<file path="src/source/exec_pkg.sv">
`default_nettype none

package exec_pkg;

    localparam int WORD_W     = 32;
    localparam int PC_W       = 30;
    localparam int REG_IDX_W  = 4;
    localparam int CSR_ADDR_W = 12;
    localparam int ALU_OP_W   = 5;

    // Forwarding history entries
    localparam int BYPASS_DEPTH = 4;

    typedef logic [WORD_W-1:0]     word_t;
    // Word address, byte offset dropped
    typedef logic [PC_W-1:0]       pc_t;
    typedef logic [REG_IDX_W-1:0]  reg_idx_t;
    typedef logic [CSR_ADDR_W-1:0] csr_addr_t;

    typedef enum logic [ALU_OP_W-1:0] {
        ALU_ADD,
        ALU_SUB,
        ALU_AND,
        ALU_OR,
        ALU_XOR,
        ALU_SLL,
        ALU_SRL,
        ALU_SRA,
        ALU_SLT,
        ALU_SLTU,
        ALU_LUI,
        ALU_BEQ,
        ALU_BNE,
        ALU_BLT,
        ALU_BGE,
        ALU_BLTU,
        ALU_BGEU
    } alu_op_e;

    // Machine mode CSRs handled by the stage
    localparam csr_addr_t CSR_MSTATUS = 12'h300;
    localparam csr_addr_t CSR_MTVEC   = 12'h305;
    localparam csr_addr_t CSR_MEPC    = 12'h341;

endpackage

`default_nettype wire

</file>
<file path="src/source/exec_alu.sv">
`timescale 1ns/100ps
`default_nettype none

module exec_alu (
    input  wire exec_pkg::alu_op_e alu_op,
    input  wire exec_pkg::word_t   a,
    input  wire exec_pkg::word_t   b,
    input  wire exec_pkg::word_t   cmp_a,
    input  wire exec_pkg::word_t   cmp_b,
    output exec_pkg::word_t        result,
    output logic                   cond
);

    logic [4:0] shamt;
    logic       op_lt_s;
    logic       op_lt_u;
    logic       cmp_eq;
    logic       cmp_lt_s;
    logic       cmp_lt_u;

    assign shamt = b[4:0];

    // slt and sltu work on the muxed operands
    assign op_lt_s = $signed(a) < $signed(b);
    assign op_lt_u = a < b;

    // Branch compares always see the register values
    assign cmp_eq   = cmp_a == cmp_b;
    assign cmp_lt_s = $signed(cmp_a) < $signed(cmp_b);
    assign cmp_lt_u = cmp_a < cmp_b;

    always_comb begin
        case (alu_op)
            exec_pkg::ALU_SUB:  result = a - b;
            exec_pkg::ALU_AND:  result = a & b;
            exec_pkg::ALU_OR:   result = a | b;
            exec_pkg::ALU_XOR:  result = a ^ b;
            exec_pkg::ALU_SLL:  result = a << shamt;
            exec_pkg::ALU_SRL:  result = a >> shamt;
            exec_pkg::ALU_SRA:  result = exec_pkg::word_t'($signed(a) >>> shamt);
            exec_pkg::ALU_SLT:  result = exec_pkg::word_t'(op_lt_s);
            exec_pkg::ALU_SLTU: result = exec_pkg::word_t'(op_lt_u);
            exec_pkg::ALU_LUI:  result = b;
            // add, and the branch target for the compare ops
            default:            result = a + b;
        endcase
    end

    always_comb begin
        case (alu_op)
            exec_pkg::ALU_BEQ:  cond = cmp_eq;
            exec_pkg::ALU_BNE:  cond = ~cmp_eq;
            exec_pkg::ALU_BLT:  cond = cmp_lt_s;
            exec_pkg::ALU_BGE:  cond = ~cmp_lt_s;
            exec_pkg::ALU_BLTU: cond = cmp_lt_u;
            exec_pkg::ALU_BGEU: cond = ~cmp_lt_u;
            default:            cond = 1'b0;
        endcase
    end

    // Decoder must never hand over an undefined operation
    always_comb begin
        assert (!$isunknown(alu_op))
            else $error("exec_alu: alu_op is unknown");
    end

endmodule

`default_nettype wire

</file>
<file path="src/source/operand_bypass.sv">
`timescale 1ns/100ps
`default_nettype none

module operand_bypass (
    input  wire                     clk,
    input  wire                     rst,
    input  wire exec_pkg::reg_idx_t rs1,
    input  wire exec_pkg::reg_idx_t rs2,
    input  wire exec_pkg::word_t    rs1_data,
    input  wire exec_pkg::word_t    rs2_data,
    input  wire                     push,
    input  wire exec_pkg::reg_idx_t push_rd,
    input  wire exec_pkg::word_t    push_data,
    input  wire                     push_is_load,
    input  wire                     load_done,
    input  wire exec_pkg::word_t    load_data,
    output exec_pkg::word_t         src1,
    output exec_pkg::word_t         src2,
    output logic                    wait_load
);

    // Entry 0 is the newest
    exec_pkg::reg_idx_t                  hist_rd      [exec_pkg::BYPASS_DEPTH];
    exec_pkg::word_t                     hist_data    [exec_pkg::BYPASS_DEPTH];
    logic [exec_pkg::BYPASS_DEPTH-1:0]   hist_valid;
    logic [exec_pkg::BYPASS_DEPTH-1:0]   hist_pending;

    // History with a returning load already written in
    exec_pkg::word_t                     fill_data    [exec_pkg::BYPASS_DEPTH];
    logic [exec_pkg::BYPASS_DEPTH-1:0]   fill_pending;

    logic                                src1_wait;
    logic                                src2_wait;

    // Returns {pending, data} of the newest match, or the file value
    function automatic logic [exec_pkg::WORD_W:0] lookup(
        input exec_pkg::reg_idx_t rs,
        input exec_pkg::word_t    rs_data
    );
        logic [exec_pkg::WORD_W:0] sel;
        sel = {1'b0, rs_data};
        for (int i = exec_pkg::BYPASS_DEPTH - 1; i >= 0; i--) begin
            if (hist_valid[i] && (hist_rd[i] == rs) && (rs != '0)) begin
                sel = {hist_pending[i], hist_data[i]};
            end
        end
        return sel;
    endfunction

    always_comb begin
        {src1_wait, src1} = lookup(rs1, rs1_data);
        {src2_wait, src2} = lookup(rs2, rs2_data);
    end

    assign wait_load = src1_wait | src2_wait;

    always_comb begin
        for (int i = 0; i < exec_pkg::BYPASS_DEPTH; i++) begin
            fill_data[i] = (load_done && hist_pending[i]) ? load_data : hist_data[i];
        end
        fill_pending = load_done ? '0 : hist_pending;
    end

    always_ff @(posedge clk or posedge rst) begin
        if (rst) begin
            hist_valid   <= '0;
            hist_pending <= '0;
        end else if (push) begin
            hist_valid   <= {hist_valid[exec_pkg::BYPASS_DEPTH-2:0], 1'b1};
            hist_pending <= {fill_pending[exec_pkg::BYPASS_DEPTH-2:0], push_is_load};
        end else begin
            hist_pending <= fill_pending;
        end
    end

    always_ff @(posedge clk) begin
        if (push) begin
            for (int i = exec_pkg::BYPASS_DEPTH - 1; i > 0; i--) begin
                hist_rd[i]   <= hist_rd[i-1];
                hist_data[i] <= fill_data[i-1];
            end
            hist_rd[0]   <= push_rd;
            hist_data[0] <= push_data;
        end else begin
            for (int i = 0; i < exec_pkg::BYPASS_DEPTH; i++) begin
                hist_data[i] <= fill_data[i];
            end
        end
    end

    // Memory side returns one load at a time
    assert property (@(posedge clk) disable iff (rst) $countones(hist_pending) <= 1)
        else $error("operand_bypass: more than one load pending");

endmodule

`default_nettype wire

</file>
<file path="src/source/csr_redirect.sv">
`timescale 1ns/100ps
`default_nettype none

module csr_redirect (
    input  wire exec_pkg::pc_t   pc,
    input  wire exec_pkg::word_t src1,
    input  wire exec_pkg::word_t imm,
    input  wire exec_pkg::word_t csr_rdata,
    input  wire                  csrrw,
    input  wire                  csrrs,
    input  wire                  ecall,
    input  wire                  mret,
    input  wire                  is_jump,
    input  wire                  is_branch,
    input  wire                  cond,
    input  wire exec_pkg::word_t alu_result,
    output logic                 csr_we,
    output exec_pkg::csr_addr_t  csr_sel,
    output exec_pkg::word_t      csr_wdata,
    output exec_pkg::pc_t        next_pc,
    output logic                 redirect
);

    exec_pkg::csr_addr_t csr_addr;
    exec_pkg::pc_t       seq_pc;
    logic                csr_known;
    logic                taken;

    // CSR number sits in the low immediate bits
    assign csr_addr  = imm[exec_pkg::CSR_ADDR_W-1:0];
    assign csr_known = (csr_addr == exec_pkg::CSR_MSTATUS)
                     | (csr_addr == exec_pkg::CSR_MTVEC)
                     | (csr_addr == exec_pkg::CSR_MEPC);

    assign csr_we  = ecall | ((csrrw | csrrs) & csr_known);
    assign csr_sel = ecall ? exec_pkg::CSR_MEPC : csr_addr;

    always_comb begin
        if (ecall)
            csr_wdata = {pc, 2'b00};
        else if (csrrs)
            csr_wdata = src1 | csr_rdata;
        else if (csrrw)
            csr_wdata = src1;
        else
            csr_wdata = '0;
    end

    assign seq_pc = pc + exec_pkg::pc_t'(1);
    assign taken  = is_jump | (is_branch & cond);

    // ecall reads mtvec, mret reads mepc
    always_comb begin
        if (ecall || mret)
            next_pc = csr_rdata[exec_pkg::WORD_W-1:2];
        else if (taken)
            next_pc = alu_result[exec_pkg::WORD_W-1:2];
        else
            next_pc = seq_pc;
    end

    assign redirect = next_pc != seq_pc;

endmodule

`default_nettype wire

</file>
<file path="src/source/exec_stage.sv">
`timescale 1ns/100ps
`default_nettype none

module exec_stage (
    input  wire                      clk,
    input  wire                      rst,
    input  wire                      in_valid,
    input  wire                      mem_ready,
    input  wire                      wait_load,
    input  wire                      redirect,
    input  wire                      redirect_ack,
    input  wire exec_pkg::pc_t       next_pc,
    input  wire exec_pkg::reg_idx_t  rd,
    input  wire                      gpr_we,
    input  wire                      is_load,
    input  wire                      is_store,
    input  wire                      is_jump,
    input  wire exec_pkg::pc_t       pc,
    input  wire exec_pkg::word_t     alu_result,
    input  wire exec_pkg::word_t     src2,
    input  wire exec_pkg::word_t     csr_rdata,
    input  wire exec_pkg::word_t     csr_wdata,
    input  wire                      csr_we,
    input  wire                      csrrw,
    input  wire                      csrrs,
    input  wire exec_pkg::csr_addr_t csr_sel,
    output logic                     in_ready,
    output logic                     push,
    output exec_pkg::word_t          push_data,
    output logic                     out_valid,
    output exec_pkg::reg_idx_t       out_rd,
    output logic                     out_gpr_we,
    output logic                     out_is_load,
    output logic                     out_is_store,
    output exec_pkg::word_t          out_result,
    output exec_pkg::word_t          out_store_data,
    output logic                     out_csr_we,
    output exec_pkg::word_t          out_csr_wdata,
    output exec_pkg::csr_addr_t      out_csr_sel,
    output logic                     redirect_valid,
    output exec_pkg::pc_t            redirect_pc
);

    logic            accept;
    logic            live;
    exec_pkg::word_t link_addr;
    exec_pkg::word_t wb_data;

    assign in_ready = mem_ready & ~wait_load;
    assign accept   = in_valid & in_ready;

    // Anything behind an unacknowledged redirect is on the wrong path
    assign live = accept & ~redirect_valid;

    assign link_addr = {pc, 2'b00} + exec_pkg::word_t'(4);

    always_comb begin
        if (csrrw || csrrs)
            wb_data = csr_rdata;
        else if (is_jump)
            wb_data = link_addr;
        else
            wb_data = alu_result;
    end

    assign push      = live & gpr_we;
    assign push_data = wb_data;

    always_ff @(posedge clk or posedge rst) begin
        if (rst) begin
            out_valid <= 1'b0;
        end else if (in_ready) begin
            out_valid <= live;
        end
    end

    always_ff @(posedge clk) begin
        if (accept) begin
            out_rd         <= rd;
            out_gpr_we     <= gpr_we;
            out_is_load    <= is_load;
            out_is_store   <= is_store;
            out_result     <= wb_data;
            out_store_data <= src2;
            out_csr_we     <= csr_we;
            out_csr_wdata  <= csr_wdata;
            out_csr_sel    <= csr_sel;
        end
    end

    // Held until fetch takes the new PC
    always_ff @(posedge clk or posedge rst) begin
        if (rst) begin
            redirect_valid <= 1'b0;
        end else if (live && redirect) begin
            redirect_valid <= 1'b1;
        end else if (redirect_ack) begin
            redirect_valid <= 1'b0;
        end
    end

    always_ff @(posedge clk) begin
        if (live && redirect) begin
            redirect_pc <= next_pc;
        end
    end

    // Fetch only acknowledges a redirect that is pending
    assert property (@(posedge clk) disable iff (rst) redirect_ack |-> redirect_valid)
        else $error("exec_stage: redirect_ack without a pending redirect");

endmodule

`default_nettype wire

</file>
<file path="src/source/exec_top.sv">
`timescale 1ns/100ps
`default_nettype none

module exec_top (
    input  wire                      clk,
    input  wire                      rst,
    input  wire                      in_valid,
    input  wire exec_pkg::pc_t       pc,
    input  wire exec_pkg::reg_idx_t  rd,
    input  wire exec_pkg::reg_idx_t  rs1,
    input  wire exec_pkg::reg_idx_t  rs2,
    input  wire exec_pkg::word_t     rs1_data,
    input  wire exec_pkg::word_t     rs2_data,
    input  wire exec_pkg::word_t     imm,
    input  wire exec_pkg::alu_op_e   alu_op,
    input  wire                      src1_is_pc,
    input  wire                      src2_is_imm,
    input  wire                      is_jump,
    input  wire                      is_branch,
    input  wire                      is_load,
    input  wire                      is_store,
    input  wire                      gpr_we,
    input  wire                      csrrw,
    input  wire                      csrrs,
    input  wire                      ecall,
    input  wire                      mret,
    input  wire exec_pkg::word_t     csr_rdata,
    input  wire                      mem_ready,
    input  wire                      load_done,
    input  wire exec_pkg::word_t     load_data,
    input  wire                      redirect_ack,
    output logic                     in_ready,
    output logic                     out_valid,
    output exec_pkg::reg_idx_t       out_rd,
    output logic                     out_gpr_we,
    output logic                     out_is_load,
    output logic                     out_is_store,
    output exec_pkg::word_t          out_result,
    output exec_pkg::word_t          out_store_data,
    output logic                     out_csr_we,
    output exec_pkg::word_t          out_csr_wdata,
    output exec_pkg::csr_addr_t      out_csr_sel,
    output logic                     redirect_valid,
    output exec_pkg::pc_t            redirect_pc
);

    exec_pkg::word_t     src1;
    exec_pkg::word_t     src2;
    exec_pkg::word_t     alu_a;
    exec_pkg::word_t     alu_b;
    exec_pkg::word_t     alu_result;
    exec_pkg::word_t     csr_wdata;
    exec_pkg::word_t     push_data;
    exec_pkg::csr_addr_t csr_sel;
    exec_pkg::pc_t       next_pc;
    logic                cond;
    logic                wait_load;
    logic                csr_we;
    logic                redirect;
    logic                push;

    // ALU operand selection after forwarding
    assign alu_a = src1_is_pc  ? {pc, 2'b00} : src1;
    assign alu_b = src2_is_imm ? imm         : src2;

    exec_alu u_alu (
        .alu_op (alu_op),
        .a      (alu_a),
        .b      (alu_b),
        .cmp_a  (src1),
        .cmp_b  (src2),
        .result (alu_result),
        .cond   (cond)
    );

    operand_bypass u_bypass (
        .clk          (clk),
        .rst          (rst),
        .rs1          (rs1),
        .rs2          (rs2),
        .rs1_data     (rs1_data),
        .rs2_data     (rs2_data),
        .push         (push),
        .push_rd      (rd),
        .push_data    (push_data),
        .push_is_load (is_load),
        .load_done    (load_done),
        .load_data    (load_data),
        .src1         (src1),
        .src2         (src2),
        .wait_load    (wait_load)
    );

    csr_redirect u_csr_redirect (
        .pc         (pc),
        .src1       (src1),
        .imm        (imm),
        .csr_rdata  (csr_rdata),
        .csrrw      (csrrw),
        .csrrs      (csrrs),
        .ecall      (ecall),
        .mret       (mret),
        .is_jump    (is_jump),
        .is_branch  (is_branch),
        .cond       (cond),
        .alu_result (alu_result),
        .csr_we     (csr_we),
        .csr_sel    (csr_sel),
        .csr_wdata  (csr_wdata),
        .next_pc    (next_pc),
        .redirect   (redirect)
    );

    exec_stage u_stage (
        .clk            (clk),
        .rst            (rst),
        .in_valid       (in_valid),
        .mem_ready      (mem_ready),
        .wait_load      (wait_load),
        .redirect       (redirect),
        .redirect_ack   (redirect_ack),
        .next_pc        (next_pc),
        .rd             (rd),
        .gpr_we         (gpr_we),
        .is_load        (is_load),
        .is_store       (is_store),
        .is_jump        (is_jump),
        .pc             (pc),
        .alu_result     (alu_result),
        .src2           (src2),
        .csr_rdata      (csr_rdata),
        .csr_wdata      (csr_wdata),
        .csr_we         (csr_we),
        .csrrw          (csrrw),
        .csrrs          (csrrs),
        .csr_sel        (csr_sel),
        .in_ready       (in_ready),
        .push           (push),
        .push_data      (push_data),
        .out_valid      (out_valid),
        .out_rd         (out_rd),
        .out_gpr_we     (out_gpr_we),
        .out_is_load    (out_is_load),
        .out_is_store   (out_is_store),
        .out_result     (out_result),
        .out_store_data (out_store_data),
        .out_csr_we     (out_csr_we),
        .out_csr_wdata  (out_csr_wdata),
        .out_csr_sel    (out_csr_sel),
        .redirect_valid (redirect_valid),
        .redirect_pc    (redirect_pc)
    );

endmodule

`default_nettype wire

</file>
<file path="config.mk">
export PLATFORM = sky130hd
export DESIGN_NAME = exec_top
export DESIGN_NICKNAME = d
export VERILOG_FILES = /design/src/source/exec_pkg.sv /design/src/source/exec_alu.sv /design/src/source/operand_bypass.sv /design/src/source/csr_redirect.sv /design/src/source/exec_stage.sv /design/src/source/exec_top.sv
export SDC_FILE = /design/constraint.sdc
export NUM_CORES = 1
export LEC_CHECK = 0
export CORE_ASPECT_RATIO = 1.4
export CORE_MARGIN = 1.5
export CORE_UTILIZATION = 55
export CTS_BUF_LIST = sky130_fd_sc_hd__clkbuf_16
export CTS_CLUSTER_SIZE = 40
export DETAILED_ROUTE_END_ITERATION = 10
export DONT_BUFFER_PORTS = 1
export PLACE_DENSITY = 0.73
export SLEW_MARGIN = 10
export SYNTH_ARGS = -nofsm -noshare
export SYNTH_HDL_FRONTEND = slang
export SYNTH_SLANG_ARGS = --single-unit
</file>
<file path="constraint.sdc">
create_clock -name clk -period 8.7 [get_ports clk]
set_clock_uncertainty 0.2 [all_clocks]
set_input_delay 1.74 -clock clk [delete_from_list [all_inputs] [get_ports clk]]
set_output_delay 1.74 -clock clk [all_outputs]
set_load 0.005 [all_outputs]
</file>
==> results of run 1 <==
## layer usage
layer | track usage | GRT overflow
met4 | 0.744 | 18
met1 | 0.671 | 0
met2 | 0.917 | 17
met5 | 0.0325 | 0
met3 | 0.393 | 0
## cells by family after synthesis
group	after synthesis
DFF	300
and+or+nand+nor	1248
adders and majority gates	132
xor gates and xnor gates	120
muxes	123
buffers and inverters	437
AOI/OAI and AO/OA	1318
## through the flow
stage | instances | cell area, sq um | setup TNS (ns) | util | hold WS (ns)
2_1_floorplan | 3678 | 28300 | 0 | - | 0.273
3_3_place_gp | 4398 | 30700 | -12.43 | 0.603 | 0.311
3_5_place_dp | 4398 | 30700 | -10.84 | 0.603 | 0.326
4_1_cts | 4447 | 31600 | 0 | 0.620 | 0.335
==> results.yml, run 1 <==
synthesis:
  synth_async_sr_flop_share: 0.0333
  synth_simple_gate_area_frac: 0.200
  synth_top_cell_by_area: "edfxtp_1"
  synth_ff_type: "edfxtp_1"
  syn_nets: 4034
  yosysWarnings: 0
  ys_top_cells_by_count: "443 x nor2_1, 352 x nand2_1, 293 x o21ai_0"
  synth_edf_count: 194
  synth_xor_area_frac: 0.0372
  synth_most_common_cell: "nor2_1"
  synthMuxAreaShare: 0.0461
  ys_top_cells_by_area: "edfxtp_1 21%, dfxtp_1 6.8%, nor2_1 5.9%"
  synth_top_family_by_area: "compound AO/OA/AOI/OAI gates"
  yosysTopAreaCellShare: 0.206
  synthesis.area_per_instance_sq_um: 7.69
  seq_area_frac_synth: 0.283
  synth_seq_cells: 300
  synth_cell_types: 109
  netlist_area_sq_um: 28300
  netlist_instances: 3678
  synth_adder_area_share: 0.0589
  synth_compound_area_frac: 0.311
clock_network:
  cts_setup_buffers: 0
  cts_hold_buffers: 0
  post_cts_resized: 0
  htreeDepth: 1
  clockBufferDepth: 3
  clock-sinks: 300
  cts-buffers-inserted: 27
  cts_root_buf: "clkbuf_16"
outcome:
  haltStage: "5_1_grt"
  error: "[ERROR GRT-0116] Global routing finished with congestion. Check the congestion regions in the DRC Viewer."
  outcome: "did not finish"
grt:
  grt_pass1_wl_mm: 257
  gr-total-overflow: 35
  grt_pass1_vias: 34800
  grt_util_all_layers: 0.671
  grt_max_degree: 67
place:
  post-place-ws_ns: -0.356
  port_buffers: 0
  place_hpwl_mm: 131
  gp_congestion: 1.21
floorplanning:
  rows: 98
  die_h_um: 271
  fp.dieW_um: 195
  start_util: 0.556
  io_pins: 373
==> run 2, diff against run 1 <==
- CORE_ASPECT_RATIO: 1.4 -> unset
- CORE_UTILIZATION: 55 -> 40
- CTS_BUF_LIST: sky130_fd_sc_hd__clkbuf_16 -> unset
- CTS_CLUSTER_SIZE: 40 -> unset
- PLACE_DENSITY: 0.73 -> unset
- PLACE_DENSITY_LB_ADDON: unset -> 0.15
- clock period: 8.7 -> 11.3 ns (I/O delays scaled with it)
==> run 2 against run 1 <==
The flow now finishes without violations; synthesized area unchanged; synthesized cell count stayed put.
==> results.yml, run 2 <==
worst_setup_path:
  startpoint_type: "primary input"
  path_class: "in2reg"
  cp_data_arrival_time_ns: 10.08
  crit_family: "compound AO/OA/AOI/OAI gates"
  cp_max_fo: 30
  crit_path_top_delay_cell: "a2111oi_0"
  crit_buf_inv: 4
  cp.required_ns: 11.31
  max_stage_delay_ns: 0.84
  endpoint_kind: "register"
sta:
  tightest_slew_ns: 1.41
  finalHoldViolations: 0
  period_share: 0.892
  finalSetupViolCount: 0
  slew_violations: 0
  fin_crit_ns: 10.08
  worst_slack_ns: 1.22
  tns_ns: 0
  rsz0062_at_grt: "false"
  max_slew_margin: 0.0610
  clock.fmax_ghz: 0.0993
clock_network:
  htreeDepth: 2
  cts_setup_buffers: 0
  cts-buffers-inserted: 35
  cts_tree: "built"
  cts_hold_buffers: 0
  clk_pin_slew_worst_paths_ns: 0.06
  cts_root_buf: "clkbuf_16"
  clock-sinks: 300
  clockBufferDepth: 3
  clkLatencyLatePin_ns: 0.57
  post_cts_resized: 0
synthesis:
  seq_area_frac_synth: 0.283
  synth_top_cell_by_area: "edfxtp_1"
  synth_most_common_cell: "nor2_1"
  synthesis.area_per_instance_sq_um: 7.69
  yosysWarnings: 0
  synth_compound_area_frac: 0.311
  yosysTopAreaCellShare: 0.206
  netlist_area_sq_um: 28300
  synthMuxAreaShare: 0.0461
  synth_seq_cells: 300
  ys_top_cells_by_area: "edfxtp_1 21%, dfxtp_1 6.8%, nor2_1 5.9%"
  synth_async_sr_flop_share: 0.0333
  synth_edf_count: 194
  syn_nets: 4034
  synth_xor_area_frac: 0.0372
  synth_ff_type: "edfxtp_1"
  synth_adder_area_share: 0.0589
  synth_cell_types: 109
  synth_top_family_by_area: "compound AO/OA/AOI/OAI gates"
  netlist_instances: 3678
  ys_top_cells_by_count: "443 x nor2_1, 352 x nand2_1, 293 x o21ai_0"
  synth_simple_gate_area_frac: 0.200
grt:
  gr-total-overflow: 0
  grt_pass1_vias: 28200
  grt_max_degree: 75
  antenna_found_initial: 19
  grt_pass1_wl_mm: 220
  grt_util_all_layers: 0.427
route:
  drcViolationCount: 0
  dr.first_iter.drc_count: 4743
  drt-vias-per-instance: 6.93
  drt_wl_total_mm: 159
  wl_per_cell_um: 35.3
  antenna_left: 0
  dr.pass1.iters: 6
  vias: 31300
floorplanning:
  start_util: 0.404
  die_area_sq_um: 72300
  rows: 97
  die_h_um: 269
  io_pins: 373
  fp.dieW_um: 269
  core_area_sq_um: 70000
cells_and_area:
  final_util: 0.433
  fin_cells: 4513
  final_common_cell: "nor2_1"
  largest_reg_flops: 128
  syn_to_final_growth_pct: 7.16
  final_cell_mix: "439 x nor2_1, 350 x nand2_1, 291 x o21ai_0"
  drive_gt1_frac: 0.0873
  regMostFlops: "u_bypass.hist_data"
  finalNetCount: 3890
flow_run:
  drv_cap: 0
place:
  gp_congestion: 1.12
  port_buffers: 0
  place_hpwl_mm: 126
  dp.cells: 4437
  post-place-ws_ns: 0.936
outcome:
  outcome: "finished clean"
pwr:
  p_leak_nw: 11.5
  cellPowerDensity_nw_per_um2: 153
  ir_drop_mv: 0.110
min_path:
  min_path_type: "reg2reg"
==> run 2: worst reg2reg max path, stage by stage (launching register included) <==
cell,delay [ns]
edfxtp_1,0.48
xnor2_1,0.20
nand3_1,0.25
nor2_4,0.78
mux2i_1,0.19
a211oi_1,0.31
a21oi_1,0.06
o21ai_0,0.47
inv_1,0.14
o21ai_0,0.35
ha_1,0.36
inv_1,0.20
nand2_1,0.09
a211o_1,0.26
a2111oi_0,0.41
buf_4,0.22
o21ai_0,0.09
a21oi_1,0.17
nor2_1,0.08
a221oi_1,0.30
a21oi_1,0.15
a2111oi_0,0.84
buf_4,0.24
nand3_1,0.07
a2111oi_0,0.58
nand4_1,0.22
nor4_2,0.43
o21ai_4,0.32
==> run 2: stage by stage <==
stage / total power [W] / hold WS (ns) / cell area, sq um
6_report: 0.00463 / 0.357 / 30300
5_1_grt: 0.00477 / 0.366 / 30300
4_1_cts: 0.00452 / 0.346 / 30300
3_5_place_dp: 0.00334 / 0.331 / 29100
3_3_place_gp: 0.00335 / 0.327 / 29100
2_1_floorplan: 0.00265 / 0.273 / 28300
==> run 2: report_power, final <==
group | switching [W] | internal (W)
Sequential | 0.000229 | 0.00135
Combinational | 0.00126 | 0.000591
Clock | 0.000492 | 0.000701
Total | 0.00198 | 0.00265
==> run 2: kinds of logic after synthesis <==
group | Yosys count
buffers and inverters | 437
xor gates and xnor gates | 120
muxes | 123
and+or+nand+nor | 1248
AOI/OAI and AO/OA | 1318
adders and majority gates | 132
DFF | 300
==> run 2: worst paths after layout <==
kind	startpoint	end	slack, ns	cells past startpoint
worst min register to register	u_bypass.hist_data[1][1]	u_bypass.hist_data[1][1]	0.36	2
worst max-delay path	rs2[0]	u_stage.redirect_pc[16]	1.22	27
min in group asynchronous	rst	u_stage.out_valid	1.45	1
worst min-delay path	u_bypass.hist_data[1][1]	u_bypass.hist_data[1][1]	0.36	2
max in group asynchronous	rst	u_bypass.hist_valid[3]	9.01	1
worst max register to register	u_bypass.hist_rd[3][2]	u_stage.redirect_pc[16]	2.44	27
==> run 2: per-layer routing <==
| metal | vias to the layer above | global-route usage | part of all wire |
|---|---|---|---|
| met5 | - | 0 | 0.0017 |
| met4 | 20 | 0.244 | 0.066 |
| met3 | 489 | 0.159 | 0.14 |
| met2 | 2377 | 0.610 | 0.40 |
| met1 | 15000 | 0.550 | 0.38 |
| li1 | 13400 | - | - |
==> run 2: area by class of cell <==
type / instances / area, sq um
inverters: 155 / 584
fillers: 7241 / 39700
multi-input cells: 2941 / 18600
clock inverters: 18 / 214
repair buffers: 101 / 758
well taps: 940 / 1180
diodes: 12 / 30.0
clock buffers: 46 / 968
flip-flops and latches: 300 / 8000
Power figures use the tool's default switching activity.
